### src/logic/serial_lcd_macros.svh
//////////////////////////////////////////////////
// Serial and LCD timing macros
// Baud count, character and frame widths
// LCD enable pulse and settle delays
//////////////////////////////////////////////////
`ifndef SERIAL_LCD_MACROS_SVH
`define SERIAL_LCD_MACROS_SVH

// Clocks per serial bit, small for simulation
`define SL_BAUD_COUNT 16
`define SL_DATA_BITS 8                      // Character width
`define SL_FRAME_BITS (`SL_DATA_BITS + 2)   // Start, data, stop

// LCD write timing in clocks
`define SL_LCD_EN_CYCLES 4
`define SL_LCD_SETTLE 20                    // Stands in for the ms wait
`define SL_INIT_COUNT 8                     // Power-up commands

`endif
### src/logic/serial_lcd_pkg.sv
//////////////////////////////////////////////////
// Shared types for the serial/LCD peripheral
// Register map, FSM states, bus and LCD words
//////////////////////////////////////////////////
`default_nettype none

package serial_lcd_pkg;

   // Wishbone word addresses
   typedef enum logic [1:0] {
      TX_DATA  = 2'd0,
      RX_DATA  = 2'd1,
      STATUS   = 2'd2,
      LCD_CHAR = 2'd3
   } reg_addr_e;

   // Receiver FSM
   typedef enum logic [1:0] {IDLE, SHIFT, DELIVER} rx_state_e;

   // LCD write sequencer
   typedef enum logic [1:0] {LOAD, PULSE, SETTLE, NEXT} lcd_state_e;

   typedef logic [15:0] bus_word_t;   // Wishbone data
   typedef logic [8:0] lcd_code_t;    // Bit 8 is RS, 1 = character

endpackage

`default_nettype wire

### src/logic/serial_lcd_if.sv
//////////////////////////////////////////////////
// uart_link: register block to transmitter/receiver
// lcd_link: register block to LCD writer
//////////////////////////////////////////////////
`timescale 1ns/1ns
`default_nettype none
`include "serial_lcd_macros.svh"

interface uart_link;
   logic [`SL_DATA_BITS-1:0] tx_data;
   logic tx_load;                       // One clock, only when idle
   logic tx_busy;
   logic [`SL_DATA_BITS-1:0] rx_data;   // Valid with rx_done
   logic rx_done;
   logic rx_busy;

   modport host (output tx_data, output tx_load, input tx_busy,
                 input rx_data, input rx_done, input rx_busy);
   modport tx (input tx_data, input tx_load, output tx_busy);
   modport rx (output rx_data, output rx_done, output rx_busy);
endinterface

interface lcd_link;
   import serial_lcd_pkg::*;
   lcd_code_t code;
   logic start;   // One clock, only while ready
   logic ready;   // Low through init and each write

   modport host (output code, output start, input ready);
   modport writer (input code, input start, output ready);
endinterface

`default_nettype wire

### src/logic/serial_lcd_top.sv
//////////////////////////////////////////////////
// Serial/LCD peripheral top level
// Wishbone slave, serial pins, LCD pins
//////////////////////////////////////////////////
`timescale 1ns/1ns
`default_nettype none

module serial_lcd_top (
   input  logic clk,
   input  logic reset,
   input  logic wb_cyc,
   input  logic wb_stb,
   input  logic wb_we,
   input  logic [1:0] wb_adr,
   input  logic [15:0] wb_dat_w,
   output logic [15:0] wb_dat_r,
   output logic wb_ack,
   input  logic uart_rxd,
   output logic uart_txd,
   output logic [7:0] lcd_data,
   output logic lcd_rs,
   output logic lcd_en,
   output logic lcd_rw
);
   import serial_lcd_pkg::*;

   uart_link uart_l ();
   lcd_link lcd_l ();

   wb_regs regs_i (
      .clk      (clk),
      .reset    (reset),
      .wb_cyc   (wb_cyc),
      .wb_stb   (wb_stb),
      .wb_we    (wb_we),
      .wb_adr   (reg_addr_e'(wb_adr)),
      .wb_dat_w (wb_dat_w),
      .wb_dat_r (wb_dat_r),
      .wb_ack   (wb_ack),
      .uart     (uart_l.host),
      .lcd      (lcd_l.host)
   );

   uart_tx tx_i (.clk(clk), .reset(reset), .link(uart_l.tx), .uart_txd(uart_txd));

   uart_rx rx_i (.clk(clk), .reset(reset), .uart_rxd(uart_rxd), .link(uart_l.rx));

   lcd_writer lcd_i (
      .clk      (clk),
      .reset    (reset),
      .link     (lcd_l.writer),
      .lcd_data (lcd_data),
      .lcd_rs   (lcd_rs),
      .lcd_en   (lcd_en),
      .lcd_rw   (lcd_rw)
   );

endmodule

`default_nettype wire

### src/logic/wb_regs.sv
//////////////////////////////////////////////////
// Wishbone classic register slave
// Receive buffer and status word
// Transmit and LCD writes with ack back-pressure
//////////////////////////////////////////////////
`timescale 1ns/1ns
`default_nettype none
`include "serial_lcd_macros.svh"

module wb_regs (
   input  logic clk,
   input  logic reset,
   input  logic wb_cyc,
   input  logic wb_stb,
   input  logic wb_we,
   input  serial_lcd_pkg::reg_addr_e wb_adr,
   input  serial_lcd_pkg::bus_word_t wb_dat_w,
   output serial_lcd_pkg::bus_word_t wb_dat_r,
   output logic wb_ack,
   uart_link.host uart,
   lcd_link.host lcd
);
   import serial_lcd_pkg::*;

   logic access;      // Cycle open and not yet acked
   logic tx_stall;    // Transmitter still on the last byte
   logic lcd_stall;
   logic ack_next;
   logic rx_read;
   logic char_ready;
   logic [`SL_DATA_BITS-1:0] rx_buf;
   bus_word_t rd_word;

   assign access = wb_cyc && wb_stb && !wb_ack;
   assign tx_stall = wb_we && (wb_adr == TX_DATA) && uart.tx_busy;
   assign lcd_stall = wb_we && (wb_adr == LCD_CHAR) && !lcd.ready;
   assign ack_next = access && !tx_stall && !lcd_stall;
   assign rx_read = ack_next && !wb_we && (wb_adr == RX_DATA);

   // Pulses coincide with the ack edge
   assign uart.tx_load = ack_next && wb_we && (wb_adr == TX_DATA);
   assign uart.tx_data = wb_dat_w[`SL_DATA_BITS-1:0];
   assign lcd.start = ack_next && wb_we && (wb_adr == LCD_CHAR);
   assign lcd.code = wb_dat_w[$bits(lcd_code_t)-1:0];

   ///////////////////////////////////////////////
   // Read mux
   ///////////////////////////////////////////////
   always_comb
   begin
      case (wb_adr)
         RX_DATA: rd_word = bus_word_t'({char_ready, rx_buf});
         STATUS:  rd_word = bus_word_t'({lcd.ready, char_ready, uart.rx_busy, uart.tx_busy});
         default: rd_word = '0;   // Write-only words
      endcase
   end

   always_ff @(posedge clk or negedge reset)
   begin
      if (!reset)
         wb_ack <= 1'b0;
      else
         wb_ack <= ack_next;   // Single-clock ack
   end

   always_ff @(posedge clk)
   begin
      if (ack_next && !wb_we)
         wb_dat_r <= rd_word;
      if (uart.rx_done)
         rx_buf <= uart.rx_data;   // Unread byte is overwritten
   end

   // New character wins over a clearing read
   always_ff @(posedge clk or negedge reset)
   begin
      if (!reset)
         char_ready <= 1'b0;
      else if (uart.rx_done)
         char_ready <= 1'b1;
      else if (rx_read)
         char_ready <= 1'b0;
   end

endmodule

`default_nettype wire

### src/logic/lcd_writer.sv
//////////////////////////////////////////////////
// Character LCD writer
// Power-up command table, host code writes
// Enable pulse and settle timing
//////////////////////////////////////////////////
`timescale 1ns/1ns
`default_nettype none
`include "serial_lcd_macros.svh"

module lcd_writer (
   input  logic clk,
   input  logic reset,
   lcd_link.writer link,
   output logic [7:0] lcd_data,
   output logic lcd_rs,
   output logic lcd_en,
   output logic lcd_rw
);
   import serial_lcd_pkg::*;

   localparam int IW = $clog2(`SL_INIT_COUNT + 1);
   localparam int TW = $clog2(`SL_LCD_EN_CYCLES + `SL_LCD_SETTLE);

   lcd_state_e state_q;
   logic [IW-1:0] init_idx;   // Next table entry
   logic [TW-1:0] tmr;
   logic init_done;
   logic take;                // Write starts this clock
   lcd_code_t init_code;

   ///////////////////////////////////////////////
   // Init table
   ///////////////////////////////////////////////
   always_comb
   begin
      case (int'(init_idx))
         0, 1, 2, 3: init_code = 9'h038;   // Function set, 8 bit, 2 lines
         4:          init_code = 9'h00C;   // Display on
         5:          init_code = 9'h001;   // Clear
         6:          init_code = 9'h006;   // Entry mode, increment
         default:    init_code = 9'h080;   // Home address
      endcase
   end

   assign init_done = (init_idx == IW'(`SL_INIT_COUNT));
   assign take = (state_q == LOAD) && (!init_done || link.start);

   ///////////////////////////////////////////////
   // Write sequencer
   ///////////////////////////////////////////////
   always_ff @(posedge clk or negedge reset)
   begin
      if (!reset)
      begin
         state_q <= LOAD;
         init_idx <= '0;
         tmr <= '0;
      end
      else
         case (state_q)
            LOAD:
            begin
               tmr <= '0;
               if (take) state_q <= PULSE;
            end
            PULSE:   // First clock is data setup, then EN clocks high
            begin
               if (tmr == TW'(`SL_LCD_EN_CYCLES))
               begin
                  tmr <= '0;
                  state_q <= SETTLE;
               end
               else
                  tmr <= tmr + 1'b1;
            end
            SETTLE:
            begin
               if (tmr == TW'(`SL_LCD_SETTLE - 1))
                  state_q <= NEXT;
               tmr <= tmr + 1'b1;
            end
            NEXT:
            begin
               if (!init_done) init_idx <= init_idx + 1'b1;
               state_q <= LOAD;
            end
            default: state_q <= LOAD;
         endcase
   end

   // Code held at the pins until the next write
   always_ff @(posedge clk)
   begin
      if (take)
         {lcd_rs, lcd_data} <= init_done ? link.code : init_code;
   end

   assign lcd_en = (state_q == PULSE) && (tmr != '0);
   assign lcd_rw = 1'b0;                                  // Write only
   assign link.ready = init_done && (state_q == LOAD);

endmodule

`default_nettype wire

### src/logic/uart_rx.sv
//////////////////////////////////////////////////
// Serial receiver
// Line sync, mid-bit sampling, byte on frame end
//////////////////////////////////////////////////
`timescale 1ns/1ns
`default_nettype none
`include "serial_lcd_macros.svh"

module uart_rx (
   input  logic clk,
   input  logic reset,
   input  logic uart_rxd,
   uart_link.rx link
);
   import serial_lcd_pkg::*;

   rx_state_e state_q;
   logic [1:0] sync_q;                  // Two-flop synchronizer
   logic rxd_s;
   logic restart;
   logic bit_mid;
   logic frame_end;
   logic [`SL_DATA_BITS:0] shift_q;     // Stop bit ends up on top
   logic [`SL_DATA_BITS-1:0] data_q;

   assign rxd_s = sync_q[1];

   // Counting starts on the first low sample, also straight out of DELIVER
   assign restart = (state_q != SHIFT) && rxd_s;

   baud_timer timer_i (
      .clk       (clk),
      .reset     (reset),
      .restart   (restart),
      .bit_end   (),
      .bit_mid   (bit_mid),
      .frame_end (frame_end)
   );

   always_ff @(posedge clk or negedge reset)
   begin
      if (!reset)
         sync_q <= 2'b11;   // Idle line level
      else
         sync_q <= {sync_q[0], uart_rxd};
   end

   always_ff @(posedge clk or negedge reset)
   begin
      if (!reset)
         state_q <= IDLE;
      else
         case (state_q)
            IDLE:    if (!rxd_s) state_q <= SHIFT;        // Start bit
            SHIFT:   if (frame_end) state_q <= DELIVER;
            DELIVER: state_q <= rxd_s ? IDLE : SHIFT;     // Back-to-back frame
            default: state_q <= IDLE;
         endcase
   end

   // Start sample falls off the bottom after ten shifts
   always_ff @(posedge clk)
   begin
      if (bit_mid)
         shift_q <= {rxd_s, shift_q[`SL_DATA_BITS:1]};
      if (frame_end)
         data_q <= shift_q[`SL_DATA_BITS-1:0];
   end

   assign link.rx_data = data_q;
   assign link.rx_done = (state_q == DELIVER);   // One clock
   assign link.rx_busy = (state_q == SHIFT);

endmodule

`default_nettype wire

### src/logic/uart_tx.sv
//////////////////////////////////////////////////
// Serial transmitter
// Start bit, data LSB first, one stop bit
//////////////////////////////////////////////////
`timescale 1ns/1ns
`default_nettype none
`include "serial_lcd_macros.svh"

module uart_tx (
   input  logic clk,
   input  logic reset,
   uart_link.tx link,
   output logic uart_txd
);
   logic [`SL_DATA_BITS:0] shift_q;   // Data plus start bit in bit 0
   logic busy_q;
   logic bit_end;
   logic frame_end;

   // Timer runs only while a frame is out
   baud_timer timer_i (
      .clk       (clk),
      .reset     (reset),
      .restart   (!busy_q),
      .bit_end   (bit_end),
      .bit_mid   (),
      .frame_end (frame_end)
   );

   always_ff @(posedge clk or negedge reset)
   begin
      if (!reset)
         busy_q <= 1'b0;
      else if (link.tx_load)
         busy_q <= 1'b1;
      else if (frame_end)
         busy_q <= 1'b0;   // Stop bit done
   end

   // Shifts right, ones fill in behind for the stop bit
   always_ff @(posedge clk)
   begin
      if (link.tx_load)
         shift_q <= {link.tx_data, 1'b0};
      else if (bit_end)
         shift_q <= {1'b1, shift_q[`SL_DATA_BITS:1]};
   end

   // Registered line, idles high
   always_ff @(posedge clk or negedge reset)
   begin
      if (!reset)
         uart_txd <= 1'b1;
      else
         uart_txd <= busy_q ? shift_q[0] : 1'b1;
   end

   assign link.tx_busy = busy_q;

endmodule

`default_nettype wire

### src/logic/baud_timer.sv
//////////////////////////////////////////////////
// Bit timer for serial frames
// Mid-bit and end-of-bit strobes, frame end flag
//////////////////////////////////////////////////
`timescale 1ns/1ns
`default_nettype none
`include "serial_lcd_macros.svh"

module baud_timer (
   input  logic clk,
   input  logic reset,
   input  logic restart,     // Holds both counters at zero
   output logic bit_end,
   output logic bit_mid,
   output logic frame_end
);
   localparam int CW = $clog2(`SL_BAUD_COUNT);
   localparam int BW = $clog2(`SL_FRAME_BITS);

   logic [CW-1:0] clk_cnt;   // Clocks within the bit
   logic [BW-1:0] bit_cnt;   // Bits within the frame

   always_ff @(posedge clk or negedge reset)
   begin
      if (!reset)
      begin
         clk_cnt <= '0;
         bit_cnt <= '0;
      end
      else if (restart)
      begin
         clk_cnt <= '0;
         bit_cnt <= '0;
      end
      else if (bit_end)
      begin
         clk_cnt <= '0;
         bit_cnt <= frame_end ? '0 : bit_cnt + 1'b1;   // Wrap after last bit
      end
      else
         clk_cnt <= clk_cnt + 1'b1;
   end

   // Strobes decoded from the count
   assign bit_end = !restart && (clk_cnt == CW'(`SL_BAUD_COUNT - 1));
   assign bit_mid = !restart && (clk_cnt == CW'(`SL_BAUD_COUNT / 2 - 1));
   assign frame_end = bit_end && (bit_cnt == BW'(`SL_FRAME_BITS - 1));

endmodule

`default_nettype wire

### config.mk
export PLATFORM = sky130hd
export DESIGN_NAME = serial_lcd_top
export DESIGN_NICKNAME = d
export VERILOG_FILES = /design/src/logic/serial_lcd_pkg.sv /design/src/logic/serial_lcd_if.sv /design/src/logic/serial_lcd_top.sv /design/src/logic/wb_regs.sv /design/src/logic/lcd_writer.sv /design/src/logic/uart_rx.sv /design/src/logic/uart_tx.sv /design/src/logic/baud_timer.sv
export VERILOG_INCLUDE_DIRS = /design/src /design/src/logic
export SDC_FILE = /design/constraint.sdc
export NUM_CORES = 1
export LEC_CHECK = 0
export BUFFER_PORTS_ARGS = -buffer_cell sky130_fd_sc_hd__buf_2
export CORE_UTILIZATION = 60
export DETAILED_ROUTE_END_ITERATION = 12
export PLACE_DENSITY = 0.94
export SKIP_CTS_REPAIR_TIMING = 1
export SYNTH_ARGS = -nofsm -noshare
export SYNTH_HDL_FRONTEND = slang
export SYNTH_SLANG_ARGS = --single-unit
### constraint.sdc
create_clock -name clk -period 6.3 [get_ports clk]
set_input_delay 0 -clock clk [delete_from_list [all_inputs] [get_ports clk]]
set_output_delay 0 -clock clk [all_outputs]
set_load 0.01 [all_outputs]
# After elaboration in Yosys (flattened, before gate mapping)
# Index checks and enable logic that the tools add are counted.
totals:
  regBits: 94
  latch_bits: 0
  mem_bits_rw: 0
  rom_bits: 0
  input_bits: 24
  out_inout_bits: 29
  word_cells: 131
  n_memories: 0
op_classes:
  add_sub_neg: 6
  n_mul: 0
  div: 0
  order_cmp: 0
  eq_ne: 29
  n_shift: 0
  mux: 30
  bitwise: 1
  n_reduce_logical: 44
ops:
  columns: ["cell", "count"]
  rows:
  - ["$mux 4", 10]
  - ["$pmux 8 s4", 1]
  - ["$mux 9", 3]
  - ["$logic_and 1x1->1", 22]
  - ["$add 4x1->4 const B", 5]
  - ["$eq 4x4->1 const B", 5]
  - ["$pmux 9 s2", 1]
  - ["$eq 4x3->1 const B", 4]
  - ["$pmux 5 s3", 1]
  - ["$eq 2x2->1 const B", 5]
  - ["$mux 2", 5]
  - ["$ne 2x1->1 const B", 5]
  - ["$eq 4x2->1 const B", 2]
  - ["$pmux 2 s4", 1]
  - ["$reduce_bool 2->1", 4]
  - ["$logic_not 1->1", 7]
  - ["$eq 2x1->1 const B", 3]
  - ["$logic_not 2->1", 3]
  - ["$mux 1", 6]
  - ["$pmux 2 s3", 1]
  - ["$add 5x1->5 const B", 1]
  - ["$eq 5x3->1 const B", 1]
  - ["$eq 5x5->1 const B", 1]
  - ["$mux 5", 1]
  - ["other kinds (10)", 12]

# Longest topological paths before layout
# Gate-level depths: netlist (run 1).
logic_depth:
  ltp_word: 12
  depth_mapped: 8
  ltp_nobuf: 6

# Hierarchy
# From an unflattened synthesis (run 1), not the netlist that was laid out.
unflattened:
  hier_cells: 334
  hier_area_um2: 4164.0
by_module_without_submodules:
  columns: ["module", "n_inst", "cells_per_inst", "area_per_inst_um2", "seq_area_each_um2"]
  rows:
  - ["lcd_writer", 1, 115, 1213.7, 545.5]
  - ["wb_regs", 1, 75, 977.2, 560.5]
  - ["uart_rx", 1, 27, 656.9, 613.1]
  - ["uart_tx", 1, 30, 454.2, 311.5]
  - ["baud_timer at tx_i.timer_i", 1, 44, 432.9, 200.2]
  - ["baud_timer at rx_i.timer_i", 1, 43, 429.2, 200.2]

# Worst setup path after synthesis (run 1)
# Ideal clock, no wire load.
synth_timing:
  path_type: "register to register"
  startpoint: "register lcd_i.init_idx[0]"
  endpoint: "register lcd_i.lcd_data[0], enable pin"
  setup_ns: 0.389
  arrival_time_ns: 1.841
  t_required_ns: 5.911
  slack_ns: 4.070
  path_stages_with_launch: 7
  path_buffers: 2
  synth_period_minus_slack_ns: 2.230
  cell_sequence: "dfrtp_1 inv_1 ha_1 buf_2 and3b_1 buf_6 a21boi_0"
synth_via:
  elab_chain_len: 10
  elab_cells_between_ends: 11
  cone_classes: "eq/ne: 1; reduce/logical: 10"
synth_rtl:
  columns: ["item", "line", "source"]
  rows:
  - ["start: declaration", "lcd_writer.sv:25", "logic [IW-1:0] init_idx;"]
  - ["start signal: assignment", "lcd_writer.sv:84", "if (!init_done) init_idx <= init_idx + 1'b1;"]
  - ["$eq 4x4->1 *", "lcd_writer.sv:45", "assign init_done = (init_idx == IW'(`SL_INIT_COUNT));"]
  - ["$logic_and 1x1->1", "lcd_writer.sv:100", "assign link.ready = init_done && (state_q == LOAD);"]
  - ["$logic_not 1->1", "wb_regs.sv:36", "assign lcd_stall = wb_we && (wb_adr == LCD_CHAR) && !lcd.ready;"]
  - ["$logic_and 1x1->1", "wb_regs.sv:36", null]
  - ["$logic_not 1->1", "wb_regs.sv:37", "assign ack_next = access && !tx_stall && !lcd_stall;"]
  - ["$logic_and 1x1->1", "wb_regs.sv:37", null]
  - ["$logic_and 1x1->1 (2 in a row)", "wb_regs.sv:43", "assign lcd.start = ack_next && wb_we && (wb_adr == LCD_CHAR);"]
  - ["$logic_or 1x1->1 *", "lcd_writer.sv:46", "assign take = (state_q == LOAD) && (!init_done || link.start);"]
  - ["$logic_and 1x1->1 *", "lcd_writer.sv:46", null]
  - ["net lcd_i.take", "lcd_writer.sv:28", "logic take;"]
  - ["end signal: assignment", "lcd_writer.sv:95", "{lcd_rs, lcd_data} <= init_done ? link.code : init_code;"]
  - ["end: declaration", "lcd_writer.sv:14", "output logic [7:0] lcd_data,"]
# Mark *: on every way through the listed nets, which the timed path passes. The rest lies on a longest branch.
# A chain may end at the register's enable or synchronous reset.

# Final worst setup path (run 1)
layout_timing:
  startpoint: "register lcd_i.init_idx[0]"
  endpoint: "register tx_i.shift_q[1], enable pin"
layout_via:
  elab_chain_len: 9
layout_rtl:
  columns: ["item", "line", "source"]
  rows:
  - ["$eq 4x4->1", "lcd_writer.sv:45", null]
  - ["$logic_and 1x1->1", "lcd_writer.sv:100", null]
  - ["$logic_not 1->1", "wb_regs.sv:36", null]
  - ["$logic_and 1x1->1", "wb_regs.sv:36", null]
  - ["$logic_not 1->1", "wb_regs.sv:37", null]
  - ["$logic_and 1x1->1", "wb_regs.sv:37", null]
  - ["$logic_and 1x1->1 (2 in a row)", "wb_regs.sv:41", "assign uart.tx_load = ack_next && wb_we && (wb_adr == TX_DATA);"]
  - ["$reduce_bool 2->1 (no source line)", null, null]
  - ["end signal: assignment", "uart_tx.sv:44", "shift_q <= {link.tx_data, 1'b0};"]
  - ["end signal: assignment", "uart_tx.sv:46", "shift_q <= {1'b1, shift_q[`SL_DATA_BITS:1]};"]
  - ["end: declaration", "uart_tx.sv:15", "logic [`SL_DATA_BITS:0] shift_q;"]
# No other way between the ends.

==> results.json, run 1 <==
{
  "grtUsageTotal": 0.226,
  "setup_ws_ns": 3.62,
  "finalHoldViolations": 0,
  "io_pins": 53,
  "synth_fa_ha_area_frac": 0.0716,
  "pwr-share-clk": 0.374,
  "synth_xor_area_frac": 0.0228,
  "path_depth": 6,
  "cts_root_buf": "clkbuf_8",
  "fmax_mhz": 373,
  "synth_cell_types": 50,
  "crit_chain": "inv_1 > ha_1 > and3b_1 > a21bo_2 > and4b_1 > or2_1",
  "antenna_found_initial": 0,
  "cp_data_arrival_time_ns": 2.72,
  "gp_congestion": 0.856,
  "rsz0062_at_grt": "false",
  "numCtsBuffers": 9,
  "ir_worst_vdd_mv": 0.179,
  "status": "finished, final reports clean",
  "slowest_delay_ns": 0.48,
  "avgViaCountPerCell": 5.68,
  "crit_family": "simple AND/OR/NAND/NOR gates",
  "start_util": 0.634,
  "insertion_delay_ns": 0.36,
  "wl_um": 6920,
  "swShare": 0.239,
  "slew_viol_final": 0,
  "finalSetupViolCount": 0,
  "drc": 0,
  "fin_tns_setup_ns": 0,
  "core_area_sq_um": 6060,
  "p_int_mw": 0.772,
  "die_h_um": 82.0,
  "yosysTopAreaCellShare": 0.398,
  "nets": 396,
  "postSynthCellCount": 298,
  "fp.dieArea_sq_um": 6730,
  "diodes": 0,
  "drive_gt1_frac": 0.169,
  "drv_cap": 0,
  "syn_to_final_growth_pct": 13.8,
  "synthMuxAreaShare": 0.00944,
  "via_count": 2441,
  "synth_seq_cells": 87,
  "dp_hpwl_um": 4670,
  "slew_headroom": 0.245,
  "synth_top_area_cell": "edfxtp_1",
  "syn_area_per_cell_sq_um": 12.9,
  "synth_compound_area_frac": 0.0902,
  "ys_warn_count": 0,
  "synth_enable_flop_cells": 51,
  "grt_pass1_wl_um": 10800,
  "numClockSinks": 87,
  "wl_per_cell_um": 16.1,
  "drtPass1Iterations": 4,
  "synth-main-ff-cell": "edfxtp_1",
  "grt_overflow": 0,
  "yosys.area_share.simple": 0.129,
  "drt_iter0_markers": 140,
  "cp_num_buf_inv": 1,
  "cts_tree": "yes",
  "synth_area_sq_um": 3840,
  "fin_crit_sh": 0.426,
  "cp.required_ns": 6.33,
  "switching_power_mw": 0.243,
  "rows": 28,
  "crit_fanout": 11,
  "period_needed_ns": 2.68,
  "dp_slack_ns": 3.65,
  "fp.dieW_um": 82.0,
  "pwr-share-comb": 0.032,
  "synth_top_family_by_area": "simple AND/OR/NAND/NOR gates",
  "worst_path_max_delay_cell": "and4b_1",
  "seqPwrFrac": 0.594,
  "synth_area_leaders": "edfxtp_1, dfrtp_1, ha_1, nand2_1, and2_1",
  "powerDensity_nw_per_um2": 232,
  "drtAntennaViolNets": 0,
  "end_kind": "flop",
  "grt_max_degree": 36,
  "final.setup_skew_ns": 0.00960,
  "reg2reg_depth": 6,
  "critPathLaunchType": "flop",
  "crit_type": "reg2reg",
  "leakagePower_nw": 1.81,
  "grt_pass1_vias": 2316,
  "clk_pin_slew_ns": 0.10,
  "yosysSeqAreaShare": 0.632,
  "worstMarginPinSlew_ns": 1.12,
  "port_buffers": 37,
  "hp-class": "in2async",
  "async_flop_share": 0.402,
  "clockBufferDepth": 2,
  "cts_htree_levels": 3
}
## stage by stage
stage / instance area [sq um] / util / hold slack [ns] / power (mW) / cells
finish: 4370 / 0.722 / 0.270 / 1.01 / 430
global route: 4370 / 0.722 / 0.266 / 1.05 / 430
CTS: 4240 / 0.700 / -0.287 / 1.01 / 417
detailed placement: 4040 / 0.667 / 0.106 / 0.641 / 401
global placement: 4040 / 0.667 / 0.106 / 0.640 / 401
floorplan: 3870 / - / -0.296 / 0.629 / 305
## power by group through the flow
stage / clock network, mW / logic, mW / registers (mW)
floorplan: 0 / 0.0132 / 0.616
global placement: 0 / 0.0247 / 0.615
detailed placement: 0 / 0.0254 / 0.615
CTS: 0.384 / 0.0258 / 0.603
global route: 0.411 / 0.0355 / 0.603
finish: 0.379 / 0.0323 / 0.603
## cells in the mapped netlist, types with 5 or more instances
master / number
nand3_1: 12
xnor2_1: 6
dfrtp_1: 32
a21o_1: 5
nand2_1: 26
inv_1: 17
and2_1: 13
edfxtp_1: 51
a22o_1: 7
nor2_1: 9
buf_4: 9
o21ai_0: 10
a21oi_1: 7
nand2b_1: 5
nor2b_1: 8
nor3_1: 5
ha_1: 22
## per-layer routing
metal	track usage	vias to the layer above	part of all wire
met3	0.0567	15	0.051
met1	0.271	1184	0.40
met5	0	-	0
li1	-	1150	-
met4	0.105	0	0.022
met2	0.382	92	0.53
## state kept, by name, indices dropped and copies added, names as in the netlist, 5 cells and up
name,count
tx_i.shift_q,9
regs_i.wb_dat_r,9
lcd_i.lcd_data,8
rx_i.link.rx_data,8
lcd_i.tmr,5
regs_i.rx_buf,8
rx_i.shift_q,9
## layout by cell type, fill, tap and decap left out, types with 2 or more instances in the layout
| cell type | instances |
|---|---|
| nand2_1 | 26 |
| a22oi_1 | 3 |
| inv_1 | 17 |
| nand2b_1 | 5 |
| buf_2 | 37 |
| conb_1 | 8 |
| xor2_1 | 4 |
| dfstp_2 | 3 |
| ha_1 | 22 |
| dfrtp_1 | 32 |
| nor3_1 | 5 |
| and4b_1 | 2 |
| o31a_1 | 2 |
| edfxtp_1 | 51 |
| inv_8 | 3 |
| clkinv_4 | 2 |
| nand3b_1 | 4 |
| xnor2_1 | 6 |
| nand3_1 | 12 |
| a21o_1 | 5 |
| a22o_1 | 7 |
| a21oi_1 | 7 |
| nor2b_1 | 8 |
| o21ai_0 | 10 |
| nor2_1 | 9 |
| and3_1 | 2 |
| and2_1 | 13 |
| dlygate4sd3_1 | 13 |
| o22ai_1 | 4 |
| clkbuf_8 | 9 |
## worst paths after layout
check,start,endpoint,slack (ns)
hold / removal,reset,rx_i.timer_i.clk_cnt[3]$_DFF_PN0_,0.27
setup reg to reg,lcd_i.init_idx[0]$_DFFE_PN0P_,tx_i.shift_q[1]$_DFFE_PP_,3.62
max in group asynchronous,reset,tx_i.timer_i.bit_cnt[1]$_DFFE_PN0P_,5.50
hold reg to reg,rx_i.sync_q[0]$_DFF_PN1_,rx_i.sync_q[1]$_DFF_PN1_,0.36
setup / recovery,lcd_i.init_idx[0]$_DFFE_PN0P_,tx_i.shift_q[1]$_DFFE_PP_,3.62
min in group clk,wb_cyc,regs_i.wb_dat_r[1]$_DFFE_PP_,0.27
## cells by family (layout without fill, tap and decap cells)
kind of cell,count (synthesis),in the layout
compound gates,49,49
mux,3,3
simple gates,93,93
other cells,1,8
buf+inv,33,83
flops,87,87
xor+xnor,10,10
fa+ha+maj,22,22
## cell type report
cell class / instances / area [sq um]
clock buffer: 9 / 124
clock inverter: 7 / 75.1
inverter: 17 / 63.8
multi-input combinational: 185 / 1270
fill: 402 / 1690
sequential: 87 / 2430
timing repair buffer: 50 / 315
tap: 75 / 93.8
## worst register-to-register path, delay by kind of cell, from the launching register on
| kind | cells | cell delay, ns |
|---|---|---|
| buffers and inverters | 1 | 0.11 |
| AO/OA/AOI/OAI | 1 | 0.21 |
| AND/OR/NAND/NOR | 3 | 1.28 |
| adder cells (fa/ha/maj) | 1 | 0.33 |
| flip-flops | 1 | 0.44 |
No activity file was read; power rests on OpenSTA's default activity.
==> run 2: changes to the inputs <==
- CORE_UTILIZATION: 60 -> 51
- PLACE_DENSITY: 0.94 -> 0.86
- clock period: 6.3 -> 2.2 ns (I/O delays scaled with it)
==> run 2 against run 1 <==
Net effect:
- register-to-register slack got worse by 3.4 ns
- design area rose by 2.2%
- fmax rose by 36%
- via count fell by 1.9%
- highest routed layer unchanged
- combinational power rose to 2.9 times the previous value
- critical path type unchanged
==> results.json, run 2 (synthesis results as in run 1) <==
{
  "status": "finished, final reports clean",
  "fin_crit_sh": 0.897,
  "multiInputGateArea_sq_um": 1270,
  "port_buffers": 37,
  "setup_ws_ns": 0.226,
  "syn_to_final_growth_pct": 16.3,
  "grt_pass1_vias": 2276,
  "antenna_found_initial": 0,
  "final.setup_skew_ns": 0.00942,
  "powerDensity_nw_per_um2": 667,
  "top_regs": "regs_i.wb_dat_r x9, rx_i.shift_q x9, tx_i.shift_q x9",
  "avgViaCountPerCell": 5.19,
  "start_util": 0.530,
  "wl_um": 6640,
  "insertion_delay_ns": 0.37,
  "drive_gt1_frac": 0.185,
  "cts_root_buf": "clkbuf_8",
  "hp-class": "in2reg",
  "cp_data_arrival_time_ns": 2.23,
  "finalHoldViolations": 0,
  "drtAntennaViolNets": 0,
  "grt_max_degree": 36,
  "final.hold.worst_slack_ns": 0.234,
  "fillers": 552,
  "fin_tns_setup_ns": 0,
  "die_h_um": 88.8,
  "finalSetupViolCount": 0,
  "slew_headroom": 0.479,
  "numCtsBuffers": 9,
  "wl_per_cell_um": 14.4,
  "critPathLaunchType": "flop",
  "seq_area_sq_um": 2430,
  "diodes": 0,
  "clk_pin_slew_ns": 0.09,
  "crit_fanout": 5,
  "fp.dieW_um": 88.8,
  "gp_congestion": 0.895,
  "end_kind": "flop",
  "grt_pass1_wl_um": 10600,
  "ir_worst_vdd_mv": 0.493,
  "nets": 403,
  "grtUsageTotal": 0.183,
  "drv_cap": 0,
  "final_common_cell": "edfxtp_1",
  "fmax_mhz": 507,
  "crit_type": "reg2reg",
  "drt_iter0_markers": 100,
  "cp.required_ns": 2.46,
  "layout_common_cells": "edfxtp_1, buf_2, dfrtp_1",
  "io_pins": 53,
  "cts_htree_levels": 3,
  "clockBufferDepth": 2,
  "rsz0062_at_grt": "false",
  "numClockSinks": 87,
  "leakagePower_nw": 1.85,
  "period_needed_ns": 1.97,
  "drc": 0,
  "cts_tree": "yes",
  "drtPass1Iterations": 4,
  "slew_viol_final": 0,
  "dp_hpwl_um": 4630,
  "core_area_sq_um": 7250,
  "worstMarginPinSlew_ns": 0.782,
  "fp.dieArea_sq_um": 7890,
  "rows": 31,
  "dp_slack_ns": 0.244,
  "grt_overflow": 0,
  "via_count": 2394
}
run 2: critical path, cell delays in order (launching register included):
cell and delay, ns:
dfrtp_1 0.44, inv_1 0.09, ha_1 0.21, and3b_1 0.19, a21bo_2 0.22, nand2_1 0.08
a21oi_1 0.08, dlygate4sd3_1 0.56
run 2: power by group:
part / total, mW / internal, mW / switching [mW]
Clock: 1.16 / 0.549 / 0.616
Combinational: 0.0930 / 0.0411 / 0.0519
Sequential: 1.73 / 1.72 / 0.00340
run 2: routing by layer:
metal / global-route usage / wire length (um) / vias up
met5: 0 / 0 / -
met4: 0.101 / 152 / 0
met3: 0.0392 / 252 / 14
met2: 0.304 / 3400 / 62
met1: 0.224 / 2840 / 1161
li1: - / - / 1157
run 2: per-stage QoR:
step	total power [mW]	std cells	util	instance area (sq um)
5_1_grt	3.08	461	0.616	4470
4_1_cts	2.99	448	0.598	4340
3_5_place_dp	1.84	432	0.569	4130
3_3_place_gp	1.83	432	0.569	4130
2_1_floorplan	1.80	305	-	3870
6_report	2.98	461	0.616	4470
run 2: cell type report:
class,instances,area share
inverters,17,0.0143
repair buffers,57,0.0823
clock buffers,9,0.0277
flip-flops and latches,87,0.544
multi-input cells,185,0.284
well taps,99,0.0277
clock inverters,7,0.0202
run 2: path summary, 6_finish.rpt:
check                                               endpoint  slack (ns)  depth (start not counted)                          start
max in group asynchronous  tx_i.timer_i.clk_cnt[2]$_DFF_PN0_        1.46                          2                          reset
setup / recovery                     regs_i.wb_ack$_DFF_PN0_        0.23                          7  lcd_i.init_idx[0]$_DFFE_PN0P_
min in group asynchronous  rx_i.timer_i.clk_cnt[3]$_DFF_PN0_        0.24                          2                          reset
hold reg to reg                     rx_i.sync_q[1]$_DFF_PN1_        0.36                          0       rx_i.sync_q[0]$_DFF_PN1_
hold / removal                  regs_i.wb_dat_r[6]$_DFFE_PP_        0.23                          4                         wb_cyc
setup reg to reg                     regs_i.wb_ack$_DFF_PN0_        0.23                          7  lcd_i.init_idx[0]$_DFFE_PN0P_
